File: src/design/boot_pkg.sv
// Shared definitions for the boot loader subsystem.
//   wb_cti_t    Wishbone cycle type identifier
//   biu_func_t  bus interface unit operation
//   default bus, address, line and image sizes
`default_nettype none

package boot_pkg;

    // classic, incrementing burst and end of burst.
    typedef enum logic [2:0] {
        WB_CTI_CLASSIC = 3'b000,
        WB_CTI_INCR    = 3'b010,
        WB_CTI_EOB     = 3'b111
    } wb_cti_t;

    typedef enum logic {
        BIU_FUNC_READ  = 1'b0,
        BIU_FUNC_WRITE = 1'b1
    } biu_func_t;

    // bus word width in bits.
    localparam int WB_DATA_WIDTH_DEF = 32;

    // byte address width.
    localparam int WB_ADDR_WIDTH_DEF = 16;

    // words per cache line.
    localparam int LINE_WORDS_DEF = 4;

    // lines in the boot image.
    localparam int ROM_LINES_DEF = 8;

endpackage

`default_nettype wire

File: src/design/boot_ctrl.sv
// Boot sequencer.
// Walks the ROM one line at a time, latches each line and
// hands it to the BIU as a write burst.
// Flags boot done after the last line is written.
`timescale 1ns/10ps
`default_nettype none

module boot_ctrl #(
    parameter int DATA_WIDTH = boot_pkg::WB_DATA_WIDTH_DEF,
    parameter int ADDR_WIDTH = boot_pkg::WB_ADDR_WIDTH_DEF,
    parameter int LINE_WORDS = boot_pkg::LINE_WORDS_DEF,
    parameter int ROM_LINES  = boot_pkg::ROM_LINES_DEF
) (
    input  logic                               i_wb_clk,
    input  logic                               i_rst_n,
    input  logic [DATA_WIDTH*LINE_WORDS-1:0]   i_rom_data,
    input  logic                               i_biu_done,
    output logic [$clog2(ROM_LINES)-1:0]       o_rom_addr,
    output logic                               o_biu_en,
    output boot_pkg::biu_func_t                o_biu_func,
    output logic [ADDR_WIDTH-1:0]              o_biu_addr,
    output logic [DATA_WIDTH*LINE_WORDS-1:0]   o_biu_data,
    output logic                               o_boot_done
);

    import boot_pkg::*;

    localparam int LINE_BITS  = DATA_WIDTH * LINE_WORDS;
    localparam int LINE_W     = $clog2(ROM_LINES);
    localparam int CNT_W      = LINE_W + 1;
    localparam int LINE_OFF_W = $clog2(LINE_WORDS * DATA_WIDTH / 8);

    typedef enum logic [1:0] {
        ST_RESET = 2'b00,
        ST_LOAD  = 2'b01,
        ST_BUSY  = 2'b10,
        ST_DONE  = 2'b11
    } state_t;

    state_t state_r;
    state_t state_next;
    logic [CNT_W-1:0] line_r;
    logic [CNT_W-1:0] line_next;
    logic last_line;
    logic en_r;
    logic [LINE_BITS-1:0] data_r;

    assign last_line = (line_r == CNT_W'(ROM_LINES - 1));

    always_comb begin
        state_next = state_r;
        line_next = line_r;
        unique case (state_r)
            ST_RESET: state_next = ST_LOAD;
            ST_LOAD:  state_next = ST_BUSY;
            ST_BUSY: begin
                if (i_biu_done) begin
                    state_next = last_line ? ST_DONE : ST_LOAD;
                    line_next = last_line ? line_r : line_r + 1'b1;
                end
            end
            default:  state_next = ST_DONE;
        endcase
    end

    always_ff @(posedge i_wb_clk) begin
        if (!i_rst_n) begin
            state_r <= ST_RESET;
            line_r <= '0;
            en_r <= 1'b0;
        end else begin
            state_r <= state_next;
            line_r <= line_next;
            en_r <= (state_r == ST_LOAD) | (en_r & ~i_biu_done);
        end
    end

    // rom already sees the next index, so the line is ready in LOAD.
    always_ff @(posedge i_wb_clk) begin
        if (state_r == ST_LOAD) begin
            data_r <= i_rom_data;
        end
    end

    assign o_rom_addr = line_next[LINE_W-1:0];
    assign o_biu_en = en_r;
    assign o_biu_func = BIU_FUNC_WRITE;
    assign o_biu_addr = ADDR_WIDTH'(line_r) << LINE_OFF_W;
    assign o_biu_data = data_r;
    assign o_boot_done = (state_r == ST_DONE);

    a_line_in_range: assert property (@(posedge i_wb_clk) disable iff (!i_rst_n)
        state_r == ST_BUSY |-> line_r <= CNT_W'(ROM_LINES - 1));

endmodule

`default_nettype wire

File: config.mk
export PLATFORM = sky130hd
export DESIGN_NAME = boot_ctrl
export DESIGN_NICKNAME = d
export VERILOG_FILES = /design/src/design/boot_pkg.sv /design/src/design/boot_ctrl.sv
export SDC_FILE = /design/constraint.sdc
export NUM_CORES = 1
export LEC_CHECK = 0
export ABC_CLOCK_PERIOD_IN_PS = 13400
export BUFFER_PORTS_ARGS = -buffer_cell sky130_fd_sc_hd__buf_4
export CAP_MARGIN = 20
export CORE_AREA = 3 3 108 110
export DETAILED_ROUTE_END_ITERATION = 12
export DIE_AREA = 0 0 111 113
export PLACE_DENSITY = 0.75
export SLEW_MARGIN = 20
export SYNTH_ARGS = -nofsm -noshare
export SYNTH_HDL_FRONTEND = slang
export SYNTH_SLANG_ARGS = --single-unit
File: constraint.sdc
create_clock -name i_wb_clk -period 13.4 [get_ports i_wb_clk]
set_clock_uncertainty 0.05 [all_clocks]
set_input_delay 2.01 -clock i_wb_clk [delete_from_list [all_inputs] [get_ports i_wb_clk]]
set_output_delay 2.01 -clock i_wb_clk [all_outputs]
set_load 0.02 [all_outputs]
==> out/qor.log <==
qor: outcome.outcome finished, final reports clean
qor: synthesis.ys_dominant_reg_cell sky130_fd_sc_hd__edfxtp_1
qor: floorplanning.placementRows 38
qor: global_routing.grt_pass1_vias 2838
qor: critical_path.cpMostUsedCell sky130_fd_sc_hd__buf_4
qor: synthesis.area_of_the_mapped_netlist 0.00428 mm²
qor: synthesis.synth-compound-area-share 1.23%
qor: pwr.power-per-cell-area 156 mW/mm²
qor: timing.timing.final.ws_setup 8.35 ns
qor: finish.seq_area 0.00398 mm²
qor: finish.fill_cells 775
qor: critical_path.worstSetupPathType in -> out
qor: timing.maxSlewViolCount 0
qor: job.number_of_max_cap_violations 0
qor: global_routing.grt_max_degree 76
qor: timing.report.final.hold_viol_count 0
qor: timing.fin_hold_ws 0.488 ns
qor: synthesis.average_cell_area_after_synthesis 23.9 µm²
qor: timing.slew-limit-headroom 38.2%
qor: detailed_routing.detailed_route_iter0_violations 138
qor: finish.final_nets 597
qor: critical_path.highest_cell_delay_on_the_worst_timing_path 0.50 ns
qor: placed_design.pre_cts_slack 8.37 ns
qor: synthesis.post_synth_fa_ha_maj_area_fraction 0.292%
qor: finish.flow.area_growth_from_synthesis 63.5%
qor: critical_path.crit_slowest_cell sky130_fd_sc_hd__or3b_2
qor: clock_tree.cts_hold_repair.buffers 0
qor: synthesis.synth.ff_latch_count 135
qor: synthesis.synthCells 179
qor: detailed_routing.drt_pass1_iterations 4
qor: critical_path.critPathRequiredTime 11.34 ns
qor: clock_tree.clock_tree_from_tritoncts yes
qor: synthesis.synth_top_family_by_area simple AND/OR/NAND/NOR gates
qor: synthesis.synth_top_area_cell sky130_fd_sc_hd__edfxtp_1
qor: clock_tree.post_cts_buffers 0
qor: detailed_routing.post_drt_via_cell_ratio 4.39
qor: pwr.p_clk_share 40.9%
qor: detailed_routing.routedWlPerCell 17.7 µm
qor: clock_tree.clock_tree.htree_level_count 4
qor: finish.mostFrequentLayoutCells 269 x sky130_fd_sc_hd__buf_4, 128 x sky130_fd_sc_hd__edfxtp_1, 16 x sky130_fd_sc_hd__clkbuf_16, 13 x sky130_fd_sc_hd__conb_1, 7 x sky130_fd_sc_hd__dfxtp_1
qor: pwr.switching_share 22.7%
qor: critical_path.critPathMaxFanout 6
qor: timing.post-route-period-util 37.7%
qor: global_routing.groute.usage.overall 17.0%
qor: finish.antenna_cells 0
qor: synthesis.synth.lib_cells_used.distinct 23
qor: critical_path.worstPathCellList buf_4 > nand3b_1 > or3b_2 > nand2_1 > buf_4
qor: finish.fraction_of_final_layout_cells_sized_beyond_drive_strength_1 63.3%
qor: placed_design.portBuffers 267
qor: clock_tree.worst_skew_pair.late_latency 0.50 ns
qor: floorplanning.chipHeight 113 µm
qor: timing.setup_viol 0
qor: worst_hold_path.worst_hold_path_type reg -> reg
qor: placed_design.dpl.hpwl 8250 µm
qor: synthesis.synthSimpleGateAreaFrac 2.57%
qor: synthesis.share_of_synthesized_area_spent_on_multiplexers 0.263%
qor: critical_path.cp_data_arrival_time 2.99 ns
qor: pwr.internal_power 0.842 mW
qor: placed_design.globalplace.congestion 0.779
qor: timing.tightestPinTransition 0.926 ns
qor: synthesis.synth.top_cells.by_area sky130_fd_sc_hd__edfxtp_1 90%, sky130_fd_sc_hd__dfxtp_1 3.3%, sky130_fd_sc_hd__buf_4 2.3%
qor: clock_tree.numClockSinks 135
qor: global_routing.grt_first_pass_wirelength 15700 µm
qor: pwr.vdd.ir_drop.worst 0.0741 mV
qor: clock_tree.cts_buffers 17
qor: pwr.power.static_leakage 2.96 nW
qor: floorplanning.die_width 111 µm
qor: detailed_routing.drcViolationCount 0
qor: floorplanning.pin_count 281
qor: pwr.power.share.sequential 46.9%
qor: critical_path.worst_path_dominant_cell_family simple AND/OR/NAND/NOR gates
qor: global_routing.grt_overflow 0
qor: synthesis.ys_async_sr_fraction 0%
qor: synthesis.seq_total_area_yosys 93.1%
qor: synthesis.post_synth_edffs 128
qor: synthesis.yosysWarnings 0
qor: synthesis.synth_xor_area_share 0%
qor: detailed_routing.final_wl 10900 µm
qor: finish.multi_input_comb_area 243 µm²
qor: timing.fin_setup_tns 0 ns
qor: floorplanning.design.die.area 0.0125 mm²
qor: clock_tree.post_cts_resize_count 0
qor: clock_tree.root_cell_of_the_clock_tree sky130_fd_sc_hd__clkbuf_8
qor: timing.maxClockFrequency 0.198 GHz
qor: clock_tree.clk_transition_reported_paths 0.06 ns
qor: pwr.power.combinational.fraction 12.2%
qor: floorplanning.placeable_core_area 0.0108 mm²
qor: clock_tree.ctsLongestPathBuffers 2
qor: timing.min_period 5.05 ns
qor: timing.rsz0062_at_grt no
qor: critical_path.worstPathBufferInverterCount 2
qor: pwr.p_sw 0.247 mW
qor: synthesis.synth_top_cell_area_share 89.8%
qor: critical_path.end_kind output pin
qor: detailed_routing.detail_route_antenna_nets 0
qor: finish.most_common_cell_after_layout_fill_and_taps_aside sky130_fd_sc_hd__buf_4
qor: detailed_routing.vias 2710
qor: critical_path.cp-start-kind primary input
qor: floorplanning.initial_utilization 39.6%
qor: global_routing.antenna_found_initial 0
==> per-layer routing <==
metal / global-route usage [%] / wire, µm / share of wire [%] / vias up
li1: - / - / - / 1247
met4: 7.72 / 297 / 2.7 / 0
met5: 0 / 0 / 0 / -
met3: 7.43 / 1040 / 9.5 / 28
met1: 16.6 / 3630 / 33 / 1277
met2: 30.9 / 5980 / 55 / 158
==> Yosys cell counts, types with 2 or more instances <==
| library cell | n |
|---|---|
| sky130_fd_sc_hd__nand3b_1 | 2 |
| sky130_fd_sc_hd__and2_1 | 2 |
| sky130_fd_sc_hd__o21a_1 | 2 |
| sky130_fd_sc_hd__conb_1 | 2 |
| sky130_fd_sc_hd__o21ai_0 | 3 |
| sky130_fd_sc_hd__edfxtp_1 | 128 |
| sky130_fd_sc_hd__nand2_1 | 3 |
| sky130_fd_sc_hd__nor2b_1 | 2 |
| sky130_fd_sc_hd__a21oi_1 | 3 |
| sky130_fd_sc_hd__dfxtp_1 | 7 |
| sky130_fd_sc_hd__buf_4 | 13 |
==> worst register-to-register path, stage by stage (launching register included) <==
cell and delay, ns:
sky130_fd_sc_hd__dfxtp_1 0.39, sky130_fd_sc_hd__nor2b_4 0.16, sky130_fd_sc_hd__buf_4 0.55, sky130_fd_sc_hd__buf_4 0.89
==> final timing paths <==
check                                                 to                     from  cells past startpoint  slack [ns]
worst max-delay path                       o_rom_addr[1]               i_biu_done                      5        8.35
worst min-delay path              line_r[3]$_SDFFE_PN0P_   line_r[3]$_SDFFE_PN0P_                      2        0.49
worst max register to register  o_biu_data[83]$_DFFE_PP_  state_r[0]$_SDFFE_PN0P_                      3       10.94
worst min register to register    line_r[3]$_SDFFE_PN0P_   line_r[3]$_SDFFE_PN0P_                      2        0.49
==> flip-flops by register name, summed over array words and instances, names as in the netlist <==
| register | flops |
|---|---|
| o_biu_en | 1 |
| state_r | 2 |
| o_biu_data | 128 |
| line_r | 4 |
==> area by class of cell <==
type | instances | share of cell area [%]
Multi-Input combinational cell | 41 | 3.47
Clock buffer | 18 | 5.97
Inverter | 1 | 0.0536
Clock inverter | 13 | 2.22
Tap cell | 140 | 2.50
Timing Repair Buffer | 269 | 28.9
Sequential cell | 135 | 56.9
==> cells by family after synthesis <==
kind of cell	Yosys count
fa+ha+maj	1
other cells	2
buf+inv	14
compound gates	9
mux	1
flops	135
simple gates	17
==> power by group through the flow <==
stage | Clock, mW | Combinational (mW) | Sequential, mW
CTS | 0.459 | 0.135 | 0.510
global route | 0.480 | 0.140 | 0.513
finish | 0.446 | 0.133 | 0.510
detailed placement | 0 | 0.134 | 0.519
global placement | 0 | 0.132 | 0.517
floorplan | 0 | 0.0201 | 0.562
==> metrics by stage <==
step / total power [mW] / cells / area, µm² / util [%]
floorplan: 0.582 / 190 / 4320 / -
detailed placement: 0.653 / 586 / 6420 / 59.5
global placement: 0.649 / 586 / 6420 / 59.5
global route: 1.13 / 617 / 7000 / 64.8
finish: 1.09 / 617 / 7000 / 64.8
CTS: 1.10 / 617 / 7000 / 64.8
Note: power is estimated with default switching activity, not from simulation.
