===== src/design/boot_pkg.sv =====
// Shared definitions for the boot loader subsystem.
//   wb_cti_t    Wishbone cycle type identifier
//   biu_func_t  bus interface unit operation
//   default bus, address, line and image sizes
`default_nettype none

package boot_pkg;

    // classic, incrementing burst and end of burst.
    typedef enum logic [2:0] {
        WB_CTI_CLASSIC = 3'b000,
        WB_CTI_INCR    = 3'b010,
        WB_CTI_EOB     = 3'b111
    } wb_cti_t;

    typedef enum logic {
        BIU_FUNC_READ  = 1'b0,
        BIU_FUNC_WRITE = 1'b1
    } biu_func_t;

    // bus word width in bits.
    localparam int WB_DATA_WIDTH_DEF = 32;

    // byte address width.
    localparam int WB_ADDR_WIDTH_DEF = 16;

    // words per cache line.
    localparam int LINE_WORDS_DEF = 4;

    // lines in the boot image.
    localparam int ROM_LINES_DEF = 8;

endpackage

`default_nettype wire


===== src/design/biu_wb_master.sv =====
// Bus interface unit, Wishbone master side.
// Turns one line request into an incrementing burst of words,
// sending or gathering a word per ack through a line shift register.
`timescale 1ns/10ps
`default_nettype none

module biu_wb_master #(
    parameter int DATA_WIDTH = boot_pkg::WB_DATA_WIDTH_DEF,
    parameter int ADDR_WIDTH = boot_pkg::WB_ADDR_WIDTH_DEF,
    parameter int LINE_WORDS = boot_pkg::LINE_WORDS_DEF
) (
    input  logic                               i_wb_clk,
    input  logic                               i_rst_n,
    input  logic                               i_biu_en,
    input  boot_pkg::biu_func_t                i_biu_func,
    input  logic [ADDR_WIDTH-1:0]              i_biu_addr,
    input  logic [DATA_WIDTH*LINE_WORDS-1:0]   i_biu_data,
    input  logic                               i_wb_ack,
    input  logic [DATA_WIDTH-1:0]              i_wb_data,
    output logic                               o_biu_done,
    output logic [DATA_WIDTH*LINE_WORDS-1:0]   o_biu_data,
    output logic                               o_wb_cyc,
    output logic                               o_wb_stb,
    output logic                               o_wb_we,
    output boot_pkg::wb_cti_t                  o_wb_cti,
    output logic [ADDR_WIDTH-1:0]              o_wb_addr,
    output logic [DATA_WIDTH-1:0]              o_wb_data
);

    import boot_pkg::*;

    localparam int LINE_BITS = DATA_WIDTH * LINE_WORDS;
    localparam int WORD_W    = $clog2(LINE_WORDS);

    logic cyc_r;
    logic stb_r;
    logic we_r;
    logic [WORD_W-1:0] cnt_r;
    logic [ADDR_WIDTH-1:0] addr_r;
    logic [LINE_BITS-1:0] line_r;
    logic [LINE_BITS-1:0] line_next;
    logic start;
    logic word_ack;
    logic last_word;

    assign start = i_biu_en & ~cyc_r;
    assign word_ack = cyc_r & stb_r & i_wb_ack;
    assign last_word = (cnt_r == WORD_W'(LINE_WORDS - 1));

    // read words enter at the top, write words leave at the bottom.
    assign line_next = {i_wb_data, line_r[LINE_BITS-1:DATA_WIDTH]};

    always_ff @(posedge i_wb_clk) begin
        if (!i_rst_n) begin
            cyc_r <= 1'b0;
            stb_r <= 1'b0;
            we_r <= 1'b0;
            cnt_r <= '0;
        end else if (start) begin
            cyc_r <= 1'b1;
            stb_r <= 1'b1;
            we_r <= (i_biu_func == BIU_FUNC_WRITE);
            cnt_r <= '0;
        end else if (word_ack) begin
            cnt_r <= cnt_r + 1'b1;
            if (last_word) begin
                cyc_r <= 1'b0;
                stb_r <= 1'b0;
            end
        end
    end

    always_ff @(posedge i_wb_clk) begin
        if (start) begin
            addr_r <= i_biu_addr;
            line_r <= i_biu_data;
        end else if (word_ack) begin
            addr_r <= addr_r + ADDR_WIDTH'(DATA_WIDTH / 8);
            line_r <= line_next;
        end
    end

    assign o_wb_cyc = cyc_r;
    assign o_wb_stb = stb_r;
    assign o_wb_we = we_r;
    assign o_wb_addr = addr_r;
    assign o_wb_data = line_r[DATA_WIDTH-1:0];
    assign o_wb_cti = !cyc_r ? WB_CTI_CLASSIC : (last_word ? WB_CTI_EOB : WB_CTI_INCR);
    assign o_biu_done = word_ack & last_word;
    assign o_biu_data = line_next;

    a_stb_in_cyc: assert property (@(posedge i_wb_clk) disable iff (!i_rst_n)
        o_wb_stb |-> o_wb_cyc);

endmodule

`default_nettype wire


===== config.mk =====
export PLATFORM = sky130hd
export DESIGN_NAME = biu_wb_master
export DESIGN_NICKNAME = d
export VERILOG_FILES = /design/src/design/boot_pkg.sv /design/src/design/biu_wb_master.sv
export SDC_FILE = /design/constraint.sdc
export NUM_CORES = 1
export LEC_CHECK = 0
export BUFFER_PORTS_ARGS = -buffer_cell sky130_fd_sc_hd__clkbuf_2
export CORE_AREA = 2 2 140 142
export CTS_BUF_LIST = sky130_fd_sc_hd__clkbuf_4
export CTS_CLUSTER_DIAMETER = 30
export DETAILED_ROUTE_END_ITERATION = 16
export DIE_AREA = 0 0 142 144
export PLACE_DENSITY_LB_ADDON = 0.12
export SETUP_SLACK_MARGIN = 0.2
export SYNTH_ARGS = -nofsm -noshare
export SYNTH_HDL_FRONTEND = slang
export SYNTH_SLANG_ARGS = --single-unit
export TNS_END_PERCENT = 5

===== constraint.sdc =====
create_clock -name i_wb_clk -period 6.1 [get_ports i_wb_clk]
set_input_delay 0.915 -clock i_wb_clk [delete_from_list [all_inputs] [get_ports i_wb_clk]]
set_output_delay 0.915 -clock i_wb_clk [all_outputs]
set_load 0.05 [all_outputs]

==> results.ini, run 1 <==
[hold_path]
hp-class = register to register

[cts]
cts_buffers = 17
worst_setup_hold_path_clk_slew_ps = 130
clkSinkCount = 148
clock_latency_ps = 540
cts_setup_buffers = 0
cts_tree = yes
cts_resized = 0
clock-root-buffer = clkbuf_4
ctsHoldBuffers = 0
cts_htree_levels = 4
cts_buffer_depth = 2

[route]
post_drt_wl_per_cell_um = 14.97
drt-initial-drc-count = 296
drcViolationCount = 0
ant_nets = 0
drt-total-wl_mm = 18.72
vias = 5434
first_pass_iters = 5
viasPerCell = 4.347

[placement]
dp_cells = 1217
dpl.hpwl_mm = 13.76
dp_slack_ps = 2581
port_buffers = 363
gp_congestion = 0.8262

[setup_path]
path_cells = nand2b_4 -> inv_4 -> buf_4 -> nand2_1 -> nand2_1
worst_path_largest_cell_delay_ps = 840
path_common_cell = nand2_1
worst-path-max-fanout = 89
critPathLaunchType = register
critPathBufInv = 2
crit_family = buffers and inverters
critPathKind = register to register
cp.required_ps = 6510
worst_ep_arrival_time_ps = 3350
crit_slowest_cell = inv_4
end_kind = register

[pwr]
p_leak_nw = 4.426
power.density_mw_per_mm2 = 304.0
intPower_mw = 1.663
comb_power_share = 0.281
switching_share = 0.3754
ir_worst_vdd_uv = 106.5
clockPowerShare = 0.227
power_frac_seq = 0.492
switchingPower_mw = 0.9996

[global_routing]
grt-ovfl-total = 0
grt_pass1_vias = 5127
grt_pass1_wl_mm = 27.43
antenna_found_initial = 1
grt_max_degree = 90
grt.total_usage = 0.1776

[die]
die_y_um = 144
die_x_um = 142
num_rows = 51
coreArea_mm2 = 0.01908
start_util = 0.3530
die-area_mm2 = 0.02045
io_pins = 364

[yosys]
synth_seq_area_share = 0.6539
yosysWarnings = 0
synth_area_mm2 = 0.006735
syn_nets = 864
ys_seq_elements = 148
avgSynthCellArea_um2 = 9.890
ys_types = 27
synth_cells = 681

[sta]
min_period_over_period = 0.4813
final_max_slew_viol_count = 0
finClkSkew_ps = 27.20
worst_slack_ps = 3164
fin_setup_tns_ps = 0
timing.fmax_ghz = 0.3406
slew_headroom = 0.4177
setup_viol = 0
tightest_slew_ps = 873.4
hold_viol_final = 0
post-route-min-period_ps = 2936
grt_setup_unrepaired = false

[finish]
finalNonFillerCells = 1250
regArea_mm2 = 0.004404
final_cell_mix = nand2_1, clkbuf_2, edfxtp_1
multiInputGateArea_mm2 = 0.001924
final_core_util = 0.4590
nets = 1181
final_common_cell = nand2_1
nFillCells = 1934
drive_gt1_frac = 0.3976
syn_to_final_growth_pct = 30.02

[run_status]
status = finished clean

[run]
maxCapViolations = 0

## stage by stage
step	power (mW)	hold WS [ps]	instance area (um^2)
4_1_cts	2.697	498.3	8755
2_1_floorplan	1.896	488.0	6735
5_1_grt	2.795	512.5	8757
3_5_place_dp	2.090	480.0	8484
6_report	2.663	488.1	8757
3_3_place_gp	2.087	471.3	8484
## state kept, by name, indices dropped and copies added (netlist names)
name	flops
cnt_r	2
o_wb_addr	16
o_wb_we	1
line_r	128
o_wb_stb	1
## worst min-delay path: cells and delay by family, from the launching register on
family           cells  cell delay (ps)
AND/OR/NAND/NOR      1               60
flip-flops           1              350
AO/OA/AOI/OAI        1               50
## final timing paths
kind | slack, ps | depth (start not counted) | startpoint | to
worst min-delay path | 490 | 2 | o_wb_we | o_wb_we
worst max-delay path | 3160 | 5 | o_wb_stb | line_r[41]
worst min register to register | 490 | 2 | o_wb_we | o_wb_we
worst max register to register | 3160 | 5 | o_wb_stb | line_r[41]
## power by group through the flow
stage | clock network, mW | registers [mW] | logic, mW
final | 0.605 | 1.31 | 0.749
after global routing | 0.669 | 1.32 | 0.803
after CTS | 0.629 | 1.31 | 0.757
after detailed placement | 0 | 1.33 | 0.756
after global placement | 0 | 1.33 | 0.755
after floorplan | 0 | 1.68 | 0.221
## metal layers
| metal | track usage | up-vias | wire (um) |
|---|---|---|---|
| met5 | 0 | - | 0 |
| met4 | 0.07737 | 0 | 509 |
| met3 | 0.04603 | 28 | 1277 |
| met2 | 0.2797 | 222 | 8886 |
| met1 | 0.2327 | 2358 | 8041 |
| li1 | - | 2826 | - |
## synthesized netlist by cell type, drive strengths merged
master  count  area share
nand2     404        0.23
xor2       11       0.014
nand3       5      0.0037
nor3b       1      0.0011
nor2        4      0.0022
a21oi       3      0.0022
or3         1     0.00093
and2        5      0.0046
nand4       4      0.0037
a21boi      1      0.0011
edfxtp    144        0.64
o21ai      12      0.0089
ha          2      0.0037
clkbuf     13      0.0072
nor2b       2      0.0019
xnor2       1      0.0013
and3        3      0.0028
buf        55       0.055
inv         1     0.00056
a31oi       2      0.0019
dfxtp       4       0.012
and4        2      0.0026
nand2b      1     0.00093
## logic make-up (layout without fill, tap and decap cells)
kind of cell | after synthesis | count (layout) | synth area share
xor+xnor | 12 | 12 | 0.01560
simple gates | 432 | 432 | 0.2500
flops | 148 | 148 | 0.6539
compound gates | 18 | 18 | 0.01412
buf+inv | 69 | 399 | 0.06260
other cells | 0 | 1 | 0
fa+ha+maj | 2 | 2 | 0.003715
## area by class of cell
cell class,count,share of cell area
repair buffers,366,0.2115
flip-flops and latches,148,0.5029
inverters,1,0.0007144
diodes,1,0.0002858
well taps,238,0.03400
multi-input cells,464,0.2197
clock inverters,14,0.01543
clock buffers,18,0.01543
No activity file was read; power rests on OpenSTA's default activity.
==> run 2: changes to the inputs <==
ABC_AREA = 1   (was unset)
CORE_AREA = 2 2 141 143   (was 2 2 140 142)
DIE_AREA = 0 0 143 145   (was 0 0 142 144)
clock period = 3.1 ns   (was 6.1 ns; I/O delays follow)
==> results.ini, run 2 <==
[global_routing]
grt-ovfl-total = 0
gr-max-usage-layer = met2
use_met3 = 0.04917
grt_pass1_wl_mm = 28.86
use_met2 = 0.3026
grt_max_degree = 77
grt.total_usage = 0.1808
grt_pass1_vias = 5451
grt.met1_usage = 0.2174
antenna_found_initial = 1

[yosys]
synth_top_cell_area_share = 0.6329
syn_nets = 904
ys_types = 21
synth_area_leader_cell = edfxtp_1
synth_cells = 721
yosysWarnings = 0
synth_seq_area_share = 0.6446
avgSynthCellArea_um2 = 9.477
synth_area_leaders = edfxtp_1, nand2_1, buf_4
async_flop_share = 0
synth_flop_cell = edfxtp_1
synth_area_mm2 = 0.006833
synth-edff-count = 144
yosysMostFrequentCell = nand2_1
ys_seq_elements = 148
synthTopCellsByCount = nand2_1, edfxtp_1, buf_4

[setup_path]
critPathLaunchType = register
critPathKind = register to primary output
r2r_slack_ps = 1200
cp.required_ps = 2630
regToRegStartpoint = o_wb_stb
worst_ep_arrival_time_ps = 1800
r2r_cells = 3
r2r_end = line_r[94]
worst-path-max-fanout = 8
end_kind = primary output

[finish]
top_register = line_r
final_cell_mix = nand2_1, clkbuf_2, edfxtp_1
final_common_cell = nand2_1
nets = 1226
drive_gt1_frac = 0.3845
syn_to_final_growth_pct = 31.50
largest_reg_flops = 128

[sta]
post-route-min-period_ps = 2265
slew_headroom = 0.4796
final_max_slew_viol_count = 0
finClkSkew_ps = 29.80
setup_viol = 0
fin_setup_tns_ps = 0
grt_setup_unrepaired = false
tightest_slew_ps = 780.6
hold_viol_final = 0
timing.fmax_ghz = 0.4414
whs_ps = 157.6
min_period_over_period = 0.7308

[route]
viasPerCell = 4.362
first_pass_iters = 5
drt-initial-drc-count = 279
drt-total-wl_mm = 19.07
vias = 5767
ant_nets = 0
post_drt_wl_per_cell_um = 14.42
drcViolationCount = 0

[placement]
gp_congestion = 0.8195
dpl.hpwl_mm = 14.17
port_buffers = 363

[pwr]
p_leak_nw = 4.606
power.density_mw_per_mm2 = 611.5
ir_worst_vdd_uv = 216.1

[cts]
clkSinkCount = 148
cts_buffers = 17
cts_resized = 0
cts_htree_levels = 4
cts_tree = yes
cts_buffer_depth = 2
clock-root-buffer = clkbuf_4
ctsHoldBuffers = 0
worst_setup_hold_path_clk_slew_ps = 140
clock_latency_ps = 540
cts_setup_buffers = 0

[run]
maxCapViolations = 0

[hold_path]
hp-class = input pin to register
min_from = i_rst_n
whs_endpoint = o_wb_stb
min_path_cells = 3

[die]
io_pins = 364
coreArea_mm2 = 0.01921
num_rows = 51
die_y_um = 145
die_x_um = 143
die-area_mm2 = 0.02074
start_util = 0.3557

[run_status]
status = finished clean

[run 2: area by class of cell]
type / instances / area, um^2
inverter: 16 / 62.56
antenna: 1 / 2.502
clock buffer: 17 / 127.6
timing repair buffer: 369 / 1899
multi-input combinational: 491 / 1953
sequential: 148 / 4404
clock inverter: 15 / 203.9
tap: 265 / 331.6
fill: 1935 / 10220
[run 2: worst max path at each step]
stage	startpoint	to	slack (ps)	cells past startpoint
after floorplan	o_wb_stb	line_r[0]	660	2
after global placement	i_biu_en	line_r[26]	1180	6
after detailed placement	i_biu_en	line_r[66]	1180	6
after CTS	o_wb_stb	o_biu_done	760	3
after global routing	o_wb_stb	o_biu_done	670	3
final	o_wb_stb	o_biu_done	830	3
[run 2: metal layers]
| metal | vias to the layer above | share of wire |
|---|---|---|
| li1 | 2936 | - |
| met1 | 2559 | 0.40 |
| met2 | 240 | 0.50 |
| met3 | 32 | 0.074 |
| met4 | 0 | 0.027 |
| met5 | - | 0 |
[run 2: cell families (layout without fill, tap and decap cells)]
family | count (synthesis) | in the layout | synth area share
fa+ha+maj | 2 | 2 | 0.003662
flops | 148 | 148 | 0.6446
simple gates | 474 | 474 | 0.2666
buf+inv | 82 | 417 | 0.07197
other cells | 0 | 1 | 0
xor+xnor | 2 | 2 | 0.002564
compound gates | 13 | 13 | 0.01062
[run 2: report_power, final]
part	internal [mW]	leakage [nW]	switching (mW)
registers	2.47	1.45	0.114
logic	0.338	2.99	1.17
clock network	0.649	0.174	0.757
[run 2: worst max-delay path: stages (launching register included)]
cell	delay [ps]
dfxtp_1	490
nand2_1	250
nor2_1	220
clkbuf_2	310
[run 2: per-stage QoR]
stage                     area (um^2)  instances  total power [mW]  utilization  setup WS [ps]
after floorplan                  6840        721             3.738            -          658.4
after global placement           8651       1289             4.149       0.4504           1177
after detailed placement         8651       1289             4.155       0.4504           1176
after CTS                        8982       1321             5.551       0.4677          758.5
after global routing             8985       1322             5.743       0.4678          670.2
final                            8985       1322             5.495       0.4678          834.5
