### config.mk
export PLATFORM = sky130hd
export DESIGN_NAME = wb_arbiter
export DESIGN_NICKNAME = d
export VERILOG_FILES = /design/src/design/boot_pkg.sv /design/src/design/wb_arbiter.sv
export SDC_FILE = /design/constraint.sdc
export NUM_CORES = 1
export LEC_CHECK = 0
export BUFFER_PORTS_ARGS = -buffer_cell sky130_fd_sc_hd__buf_4
export CELL_PAD_IN_SITES_DETAIL_PLACEMENT = 0
export CELL_PAD_IN_SITES_GLOBAL_PLACEMENT = 1
export CORE_ASPECT_RATIO = 0.5
export CORE_MARGIN = 2
export CORE_UTILIZATION = 18
export CTS_BUF_LIST = sky130_fd_sc_hd__clkbuf_4 sky130_fd_sc_hd__clkbuf_8
export CTS_CLUSTER_DIAMETER = 200
export CTS_CLUSTER_SIZE = 40
export DETAILED_ROUTE_END_ITERATION = 6
export GPL_TIMING_DRIVEN = 0
export PLACE_DENSITY = 0.95
export SETUP_SLACK_MARGIN = 0.1
export SYNTH_ARGS = -nofsm -noshare
export SYNTH_HDL_FRONTEND = slang
export SYNTH_SLANG_ARGS = --single-unit
### constraint.sdc
create_clock -name i_wb_clk -period 2 [get_ports i_wb_clk]
set_input_delay 0.2 -clock i_wb_clk [delete_from_list [all_inputs] [get_ports i_wb_clk]]
set_output_delay 0.2 -clock i_wb_clk [all_outputs]
set_load 0.05 [all_outputs]
### src/design/boot_pkg.sv
// Shared definitions for the boot loader subsystem.
//   wb_cti_t    Wishbone cycle type identifier
//   biu_func_t  bus interface unit operation
//   default bus, address, line and image sizes
`default_nettype none

package boot_pkg;

    // classic, incrementing burst and end of burst.
    typedef enum logic [2:0] {
        WB_CTI_CLASSIC = 3'b000,
        WB_CTI_INCR    = 3'b010,
        WB_CTI_EOB     = 3'b111
    } wb_cti_t;

    typedef enum logic {
        BIU_FUNC_READ  = 1'b0,
        BIU_FUNC_WRITE = 1'b1
    } biu_func_t;

    // bus word width in bits.
    localparam int WB_DATA_WIDTH_DEF = 32;

    // byte address width.
    localparam int WB_ADDR_WIDTH_DEF = 16;

    // words per cache line.
    localparam int LINE_WORDS_DEF = 4;

    // lines in the boot image.
    localparam int ROM_LINES_DEF = 8;

endpackage

`default_nettype wire

### src/design/wb_arbiter.sv
// Two-master Wishbone arbiter.
// Round-robin on a tie, grant held for the whole cycle,
// ack routed only to the granted master.
`timescale 1ns/10ps
`default_nettype none

module wb_arbiter #(
    parameter int DATA_WIDTH = boot_pkg::WB_DATA_WIDTH_DEF,
    parameter int ADDR_WIDTH = boot_pkg::WB_ADDR_WIDTH_DEF
) (
    input  logic                    i_wb_clk,
    input  logic                    i_rst_n,
    input  logic                    i_m0_cyc,
    input  logic                    i_m0_stb,
    input  logic                    i_m0_we,
    input  boot_pkg::wb_cti_t       i_m0_cti,
    input  logic [ADDR_WIDTH-1:0]   i_m0_addr,
    input  logic [DATA_WIDTH-1:0]   i_m0_data,
    output logic                    o_m0_ack,
    output logic [DATA_WIDTH-1:0]   o_m0_data,
    input  logic                    i_m1_cyc,
    input  logic                    i_m1_stb,
    input  logic                    i_m1_we,
    input  boot_pkg::wb_cti_t       i_m1_cti,
    input  logic [ADDR_WIDTH-1:0]   i_m1_addr,
    input  logic [DATA_WIDTH-1:0]   i_m1_data,
    output logic                    o_m1_ack,
    output logic [DATA_WIDTH-1:0]   o_m1_data,
    output logic                    o_wb_cyc,
    output logic                    o_wb_stb,
    output logic                    o_wb_we,
    output logic [ADDR_WIDTH-1:0]   o_wb_addr,
    output logic [DATA_WIDTH-1:0]   o_wb_data,
    input  logic                    i_wb_ack,
    input  logic [DATA_WIDTH-1:0]   i_wb_data
);

    import boot_pkg::*;

    logic busy_r;
    logic owner_r;
    logic last_r;
    logic busy_next;
    logic owner_next;
    logic owner_cyc;
    logic keep;
    logic gnt_m0;
    logic gnt_m1;

    assign owner_cyc = owner_r ? i_m1_cyc : i_m0_cyc;
    assign keep = busy_r & owner_cyc;

    always_comb begin
        busy_next = 1'b1;
        owner_next = owner_r;
        if (keep) begin
            owner_next = owner_r;
        end else if (i_m0_cyc && i_m1_cyc) begin
            owner_next = ~last_r;
        end else if (i_m0_cyc) begin
            owner_next = 1'b0;
        end else if (i_m1_cyc) begin
            owner_next = 1'b1;
        end else begin
            busy_next = 1'b0;
        end
    end

    // boot master wins the first tie.
    always_ff @(posedge i_wb_clk) begin
        if (!i_rst_n) begin
            busy_r <= 1'b0;
            owner_r <= 1'b0;
            last_r <= 1'b1;
        end else begin
            busy_r <= busy_next;
            owner_r <= owner_next;
            if (busy_next && !keep) begin
                last_r <= owner_next;
            end
        end
    end

    assign gnt_m0 = busy_r & ~owner_r;
    assign gnt_m1 = busy_r & owner_r;

    assign o_wb_cyc = (gnt_m0 & i_m0_cyc) | (gnt_m1 & i_m1_cyc);
    assign o_wb_stb = (gnt_m0 & i_m0_stb) | (gnt_m1 & i_m1_stb);
    assign o_wb_we = owner_r ? i_m1_we : i_m0_we;
    assign o_wb_addr = owner_r ? i_m1_addr : i_m0_addr;
    assign o_wb_data = owner_r ? i_m1_data : i_m0_data;

    assign o_m0_ack = i_wb_ack & gnt_m0;
    assign o_m1_ack = i_wb_ack & gnt_m1;
    assign o_m0_data = i_wb_data;
    assign o_m1_data = i_wb_data;

    // an ack answers a strobe that master made under its own grant.
    a_m0_ack_granted: assert property (@(posedge i_wb_clk) disable iff (!i_rst_n)
        o_m0_ack |-> $past(gnt_m0 && i_m0_stb));
    a_m1_ack_granted: assert property (@(posedge i_wb_clk) disable iff (!i_rst_n)
        o_m1_ack |-> $past(gnt_m1 && i_m1_stb));

    // a burst is not abandoned before its last word.
    a_m0_burst_open: assert property (@(posedge i_wb_clk) disable iff (!i_rst_n)
        o_m0_ack && i_m0_cti == WB_CTI_INCR |=> i_m0_cyc);
    a_m1_burst_open: assert property (@(posedge i_wb_clk) disable iff (!i_rst_n)
        o_m1_ack && i_m1_cti == WB_CTI_INCR |=> i_m1_cyc);

endmodule

`default_nettype wire

==> flow_summary_export.csv, run 1 <==
group,metric,value,unit
outcome,status,"completed",
grt,grt_start_max_net_pins,11,
clock_network,cts.sink_count,3,
layout,fillers,819,
pwr,p_leak,1.87,nW
route,wl_per_cell,12.5,um
pwr,pwr-share-seq,0.044,
route,drcViolationCount,0,
timing,clock.fmax,631,MHz
clock_network,clk_pin_slew,0.03,ns
placement,place_hpwl,5400,um
timing,rsz0062_at_grt,"false",
timing,setup_viol,0,
grt,grt_pass1_wl,7530,um
timing,period_share,0.793,
pwr,p_sw_frac,0.504,
floorplanning,chipWidth,133,um
worst_hold_path,hold_path_class,"primary input to register",
pwr,clkPwrFrac,0.120,
floorplanning,core_area,8060,um2
pwr,power_density,470,nW/um2
clock_network,clock_path_buffers,2,
route,final_antenna_net_count,0,
logic_synthesis,synth_seq_cells,3,
timing,finClkSkew,0.00246,ns
route,vias,1742,
floorplanning,rows,23,
clock_network,root_buffer,"clkbuf_8",
layout,n_antenna_cell,0,
worst_setup_path,worst-setup-path-type,"register to output port",
logic_synthesis,seq_area_frac_synth,0.0399,
worst_setup_path,arrival,1.39,ns
grt,grt_pass1_vias,1561,
clock_network,cts_tree,"built",
floorplanning,fp.dieArea,9160,um2
layout,syn_to_final_growth,123,%
route,drt_wl_total,5990,um
logic_synthesis,synthesis.nets,284,
floorplanning,fp.dieH,68.7,um
logic_synthesis,ys_warn_count,0,
worst_setup_path,cp.required,1.80,ns
timing,drv_slew,0,
timing,setup_tns,0,ns
job,drv_cap,0,
worst_setup_path,critical_path.max_fanout,10,
route,via_per_inst,3.64,
pwr,ir_worst_vdd,0.143,mV
clock_network,holdBufCountCts,0,
layout,stdcell_count,478,
grt,antenna_found_initial,0,
route,first_pass_iters,4,
logic_synthesis,synthesis.instances,141,
clock_network,numCtsBuffers,3,
layout,nets,510,
logic_synthesis,synth_cell_types,20,
clock_network,cts-resized-gates,0,
pwr,p_sw,795,uW
logic_synthesis,synth_area,1510,um2
worst_setup_path,cp-start-kind,"register",
clock_network,clock_latency,0.21,ns
timing,relSlewSlack,0.833,
pwr,p_int,782,uW
worst_setup_path,endpoint_kind,"output port",
pwr,power,1.58,mW
route,dr.first_iter.drc_count,26,
grt,overflow,0,
layout,drive_gt1_frac,0.943,
timing,tightest_slew,0.250,ns
pwr,p_comb_frac,0.836,
placement,place_congestion,0.719,
grt,groute.usage.overall,0.102,
clock_network,post_cts_buffers,0,
clock_network,htreeDepth,1,
timing,finalCriticalPeriod,1.59,ns
floorplanning,ios,260,
placement,placedCellCount,474,
floorplanning,start_util,0.187,
logic_synthesis,syn_area_per_cell,10.7,um2
placement,io_buffers,221,
timing,hold_viol,0,
registers in the layout, indices dropped and copies added (netlist names):
name     cells
busy_r       1
last_r       1
owner_r      1
metrics by stage:
| stage | hold slack (ns) | utilization | setup slack [ns] | instance area, um2 |
|---|---|---|---|---|
| final | 0.169 | 0.416 | 0.415 | 3350 |
| after detailed placement | 0.394 | 0.410 | 0.628 | 3310 |
| after global placement | 0.392 | 0.410 | 0.623 | 3310 |
| after global routing | 0.182 | 0.416 | 0.375 | 3350 |
| after floorplan | 0.280 | - | 0.539 | 1510 |
| after CTS | 0.167 | 0.416 | 0.400 | 3350 |
critical path, stage by stage, from the launching register on:
cell and delay, ns:
dfxtp_1 0.31, buf_6 0.18, buf_12 0.17, mux2_4 0.31, buf_4 0.19
area by class of cell:
type / count / area (um2) / share of cell area
repair buffers: 221 / 1660 / 0.495
clock buffers: 4 / 48.8 / 0.0145
flip-flops and latches: 3 / 60.1 / 0.0179
multi-input cells: 68 / 860 / 0.256
plain buffers: 70 / 587 / 0.175
well taps: 112 / 140 / 0.0418
path summary, 6_finish.rpt:
check | to | slack (ns) | cells past startpoint | startpoint
worst max-delay path | o_wb_data[17] | 0.41 | 4 | owner_r$_SDFF_PN0_
worst min-delay path | last_r$_SDFFE_PN1P_ | 0.17 | 2 | i_rst_n
worst max register to register | owner_r$_SDFF_PN0_ | 1.07 | 3 | busy_r$_SDFF_PN0_
worst min register to register | last_r$_SDFFE_PN1P_ | 0.58 | 2 | last_r$_SDFFE_PN1P_
layer usage:
layer,track usage,vias to the layer above,part of all wire
met1,0.122,814,0.36
met5,0,-,0
met3,0.0161,2,0.053
li1,-,866,-
met4,0.0160,0,0.0017
met2,0.202,60,0.58
cell families after synthesis:
family | after synthesis | synth area share
buffers and inverters | 70 | 0.390
muxes | 51 | 0.499
DFF | 3 | 0.0399
AOI/OAI and AO/OA | 8 | 0.0365
and+or+nand+nor | 9 | 0.0349
power groups by stage:
| stage | combinational (mW) | sequential [mW] | clock, mW |
|---|---|---|---|
| 2_1_floorplan | 0.911 | 0.0690 | 0 |
| 3_3_place_gp | 1.31 | 0.0702 | 0 |
| 3_5_place_dp | 1.32 | 0.0704 | 0 |
| 4_1_cts | 1.32 | 0.0696 | 0.193 |
| 5_1_grt | 1.36 | 0.0703 | 0.199 |
| 6_report | 1.32 | 0.0696 | 0.189 |
cell usage in the layout (no fill, tap or decap), drive strengths merged:
cell type  netlist  routed
and3             1       1
a22oi            1       1
a21boi           2       2
nor2b            3       3
clkbuf           0       4
nor2             1       1
o21a             1       1
mux2i            2       2
nand2b           2       2
a21bo            1       1
o21ai            3       3
nand3b           1       1
dfxtp            3       3
nand2            1       1
buf             70     291
mux2            49      49
synthesized netlist by cell type (all sizes together):
cell type | n | share of area
dfxtp | 3 | 0.040
a22oi | 1 | 0.0050
nor2b | 3 | 0.012
mux2 | 49 | 0.49
buf | 70 | 0.39
nand2b | 2 | 0.0083
nand2 | 1 | 0.0025
o21ai | 3 | 0.010
nor2 | 1 | 0.0025
a21boi | 2 | 0.010
o21a | 1 | 0.0050
a21bo | 1 | 0.0066
mux2i | 2 | 0.013
and3 | 1 | 0.0042
nand3b | 1 | 0.0050
Power figures use the tool's default switching activity.
==> run 2, diff against run 1 <==
CORE_UTILIZATION = 17   (was 18)
PLACE_DENSITY = 0.92   (was 0.95)
clock period = 1.5 ns   (was 2 ns; I/O delays follow)
==> flow_summary_export.csv, run 2 (synthesis results as in run 1) <==
group,metric,value,unit
placement,io_buffers,221,
floorplanning,start_util,0.174,
grt,antenna_found_initial,0,
worst_setup_path,critPathMostFrequentCell,"buf_12",
timing,finClkSkew,0.00171,ns
route,dr.first_iter.drc_count,41,
route,final_antenna_net_count,0,
timing,drv_slew,0,
layout,reg.largest.list,"busy_r (1), last_r (1), owner_r (1)",
worst_setup_path,crit_path_end,"o_wb_data[5]",
layout,nets,515,
route,drt_wl_total,6320,um
clock_network,clock_path_buffers,2,
timing,period_share,0.986,
worst_setup_path,path_delay_family,"buffers and inverters",
worst_setup_path,worst-setup-path-type,"register to output port",
layout,drive_gt1_frac,0.957,
layout,design_area,3770,um2
floorplanning,core_area,8650,um2
pwr,ir_worst_vdd,0.189,mV
worst_setup_path,cp.depth,4,
route,via_per_inst,3.58,
floorplanning,chipWidth,137,um
timing,relSlewSlack,0.832,
worst_setup_path,r2r_cells,4,
job,drv_cap,0,
timing,tightest_slew,0.252,ns
worst_setup_path,endpoint_kind,"output port",
clock_network,clk_pin_slew,0.03,ns
worst_setup_path,arrival,1.33,ns
timing,hold_viol,0,
grt,grt_pass1_wl,8390,um
route,first_pass_iters,4,
floorplanning,rows,24,
grt,groute.usage.overall,0.107,
worst_setup_path,startpoint,"owner_r$_SDFF_PN0_",
clock_network,cts.sink_count,3,
placement,place_congestion,0.754,
clock_network,numCtsBuffers,3,
clock_network,root_buffer,"clkbuf_8",
worst_setup_path,cp.required,1.35,ns
worst_setup_path,cp_num_buf_inv,3,
worst_setup_path,r2r_slack,0.53,ns
pwr,power_density,610,nW/um2
outcome,status,"completed",
floorplanning,fp.dieH,70.6,um
clock_network,htreeDepth,1,
grt,grt_pass1_vias,1667,
worst_setup_path,cp-start-kind,"register",
placement,dp_slack,0.170,ns
worst_setup_path,reg2reg_to,"last_r$_SDFFE_PN1P_",
timing,setup_viol,0,
route,drcViolationCount,0,
layout,syn_to_final_growth,150,%
worst_setup_path,r2r_start,"owner_r$_SDFF_PN0_",
placement,place_hpwl,5330,um
timing,rsz0062_at_grt,"true",
layout,seqCellArea,63.8,um2
route,vias,1747,
placement,placed_area,3320,um2
floorplanning,fp.dieArea,9680,um2
worst_hold_path,hold_path_class,"primary input to register",
grt,grt_start_max_net_pins,11,
grt,overflow,0,
route,wl_per_cell,12.9,um
clock_network,holdBufCountCts,0,
layout,layout_common_cells,"buf_4 (233), mux2_4 (49), buf_6 (34)",
worst_setup_path,slowest_delay,0.36,ns
timing,clock.fmax,676,MHz
pwr,p_leak,2.02,nW
layout,fin_util,0.435,
layout,fillers,847,
layout,n_antenna_cell,0,
layout,multiInputGateArea,875,um2
worst_setup_path,slowest_stage,"dfxtp_4",
floorplanning,ios,260,
clock_network,clock_latency,0.21,ns
clock_network,cts_tree,"built",
layout,layout_commonest_cell,"buf_4",
timing,finalCriticalPeriod,1.48,ns
worst_setup_path,worstPathCellList,"buf_12, buf_12, mux2_4, buf_6",
worst_setup_path,critical_path.max_fanout,10,
timing,finalWorstSetupSlack,0.0205,ns
-- run 2: cell count changes in the layout (fill, tap and decap cells not counted), sizes merged --
cell,delta
buf,+2
clkbuf,+3
-- run 2: metrics by stage --
step	power, mW	instances	hold WS (ns)	setup TNS [ns]
6_report	2.30	488	0.124	0
2_1_floorplan	1.31	141	0.230	0
3_5_place_dp	1.86	479	0.349	0
4_1_cts	2.14	485	0.124	0
3_3_place_gp	1.85	479	0.346	0
5_1_grt	2.38	488	0.131	-0.287
-- run 2: worst reg2reg max path: stages, from the launching register on --
cell       delay (ns)
dfxtp_4          0.36
clkbuf_16        0.15
buf_8            0.11
a21boi_0         0.16
o21ai_1          0.08
-- run 2: area by class of cell --
class / instances / area share
multi-input cells: 68 / 0.232
plain buffers: 70 / 0.159
repair buffers: 226 / 0.540
flip-flops and latches: 3 / 0.0169
well taps: 117 / 0.0389
clock buffers: 4 / 0.0130
-- run 2: how the worst min path moves through the flow --
stage	startpoint	end	slack, ns	cells after the start
after global placement	i_rst_n	last_r$_SDFFE_PN1P_	0.35	2
after global routing	i_rst_n	last_r$_SDFFE_PN1P_	0.13	2
after detailed placement	i_rst_n	last_r$_SDFFE_PN1P_	0.35	2
after floorplan	i_rst_n	last_r$_SDFFE_PN1P_	0.23	1
final	i_rst_n	last_r$_SDFFE_PN1P_	0.12	2
after CTS	i_rst_n	last_r$_SDFFE_PN1P_	0.12	2
-- run 2: where the power goes --
group	switching (mW)	internal, mW
Combinational	1.04	0.909
Clock	0.0514	0.199
Sequential	0.00820	0.0862
-- run 2: timing repair --
item,CTS,global route
setup buffers,2,0
gates resized for setup,10,72
cloned,0,3
endpoints found under the setup margin,50,51
-- run 2: layer usage --
layer  vias to the layer above  wire [um]  track usage
li1                        876          -            -
met1                       815       2460        0.137
met2                        52       3580        0.202
met3                         4        242      0.00502
met4                         0         29       0.0172
met5                         -          0            0
==> run 3, diff against run 2 <==
CTS_BUF_LIST = sky130_fd_sc_hd__clkbuf_4   (was sky130_fd_sc_hd__clkbuf_4 sky130_fd_sc_hd__clkbuf_8)
GPL_ROUTABILITY_DRIVEN = 0   (was unset)
==> flow_summary_export.csv, run 3 (synthesis results as in run 1) <==
group,metric,value,unit
worst_setup_path,startpoint,"owner_r$_SDFF_PN0_",
layout,stdcell_count,485,
timing,rsz0062_at_grt,"true",
route,via_per_inst,3.59,
pwr,clkPwrFrac,0.072,
job,drv_cap,0,
worst_setup_path,arrival,1.33,ns
clock_network,numCtsBuffers,3,
floorplanning,chipWidth,137,um
layout,layout_commonest_cell,"buf_4",
placement,placedCellCount,479,
worst_setup_path,worst-setup-path-type,"register to output port",
worst_setup_path,critical_path.max_fanout,10,
worst_setup_path,cp-start-kind,"register",
floorplanning,fp.dieH,70.6,um
grt,grt_start_max_net_pins,11,
pwr,ir_worst_vdd,0.188,mV
pwr,p_comb_frac,0.886,
grt,grt_pass1_wl,9150,um
timing,setup_tns,0,ns
route,wl_per_cell,13.1,um
timing,finClkSkew,0.00286,ns
floorplanning,fp.dieArea,9680,um2
layout,syn_to_final_growth,150,%
worst_setup_path,r2r_cells,3,
layout,fillers,849,
grt,groute.usage.overall,0.119,
pwr,p_int,1.14,mW
layout,n_antenna_cell,0,
layout,nets,512,
layout,drive_gt1_frac,0.959,
route,drt_wl_total,6350,um
layout,layout_common_cells,"buf_4 (235), mux2_4 (49), buf_8 (48)",
floorplanning,start_util,0.174,
worst_setup_path,r2r_start,"busy_r$_SDFF_PN0_",
placement,place_hpwl,5330,um
floorplanning,rows,24,
clock_network,clk_pin_slew,0.04,ns
grt,overflow,0,
worst_hold_path,hold_path_class,"primary input to register",
pwr,p_leak,2.01,nW
floorplanning,core_area,8650,um2
placement,placed_area,3320,um2
worst_setup_path,endpoint_kind,"output port",
placement,dp_slack,0.170,ns
pwr,p_sw_frac,0.492,
timing,drv_slew,0,
route,first_pass_iters,2,
layout,design_area,3770,um2
pwr,p_sw,1.10,mW
route,vias,1741,
layout,fin_util,0.436,
timing,period_share,0.986,
timing,finalWorstSetupSlack,0.0213,ns
clock_network,root_buffer,"clkbuf_4",
timing,hold_viol,0,
clock_network,clock_path_buffers,2,
outcome,status,"completed",
route,drcViolationCount,0,
layout,multiInputGateArea,880,um2
pwr,power,2.24,mW
route,final_antenna_net_count,0,
pwr,power_density,594,nW/um2
clock_network,cts_tree,"built",
clock_network,htreeDepth,1,
timing,clock.fmax,676,MHz
timing,tightest_slew,0.251,ns
pwr,pwr-share-seq,0.042,
worst_setup_path,r2r_slack,0.52,ns
route,dr.first_iter.drc_count,26,
timing,setup_viol,0,
timing,relSlewSlack,0.832,
timing,hold_slack,0.102,ns
layout,seqCellArea,61.3,um2
clock_network,cts.sink_count,3,
clock_network,clock_latency,0.24,ns
layout,reg.largest.list,"busy_r (1), last_r (1), owner_r (1)",
timing,finalCriticalPeriod,1.48,ns
worst_setup_path,reg2reg_to,"owner_r$_SDFF_PN0_",
grt,antenna_found_initial,0,
worst_setup_path,crit_path_end,"o_wb_data[5]",
worst_setup_path,cp.required,1.35,ns
floorplanning,ios,260,
placement,io_buffers,221,
grt,grt_pass1_vias,1755,
run 3: critical path: stages (launching register included):
cell	delay (ns)
dfxtp_2	0.33
buf_12	0.14
buf_12	0.15
mux2_4	0.32
buf_8	0.15
run 3: worst min path at each step:
stage / cells past startpoint / endpoint / slack (ns) / startpoint
floorplan: 1 / last_r$_SDFFE_PN1P_ / 0.23 / i_rst_n
global placement: 2 / last_r$_SDFFE_PN1P_ / 0.35 / i_rst_n
detailed placement: 2 / last_r$_SDFFE_PN1P_ / 0.35 / i_rst_n
CTS: 2 / last_r$_SDFFE_PN1P_ / 0.1 / i_rst_n
global route: 2 / last_r$_SDFFE_PN1P_ / 0.11 / i_rst_n
finish: 2 / last_r$_SDFFE_PN1P_ / 0.10 / i_rst_n
run 3: power by group through the flow:
| stage | combinational (mW) | clock, mW | sequential [mW] |
|---|---|---|---|
| after global routing | 2.05 | 0.178 | 0.0946 |
| after CTS | 1.99 | 0.168 | 0.0939 |
| after global placement | 1.75 | 0 | 0.0935 |
| after detailed placement | 1.77 | 0 | 0.0939 |
| after floorplan | 1.22 | 0 | 0.0920 |
| final | 1.98 | 0.162 | 0.0938 |
run 3: cell type report:
class / count / share of cell area
multi-input combinational: 68 / 0.233
timing repair buffer: 223 / 0.544
clock buffer: 4 / 0.00797
buffer: 70 / 0.159
tap: 117 / 0.0389
sequential: 3 / 0.0163
run 3: what timing repair did:
| action | CTS | global route |
|---|---|---|
| setup endpoints to repair | 50 | 51 |
| resized for setup | 106 | 1 |
| hold buffers | 0 | 0 |
| buffers inserted | 2 | 0 |
run 3: metal layers:
metal | global-route usage | vias up | part of all wire
li1 | - | 869 | -
met1 | 0.147 | 821 | 0.37
met2 | 0.231 | 47 | 0.59
met3 | 0.00287 | 4 | 0.029
met4 | 0.0275 | 0 | 0.0079
met5 | 0 | - | 0
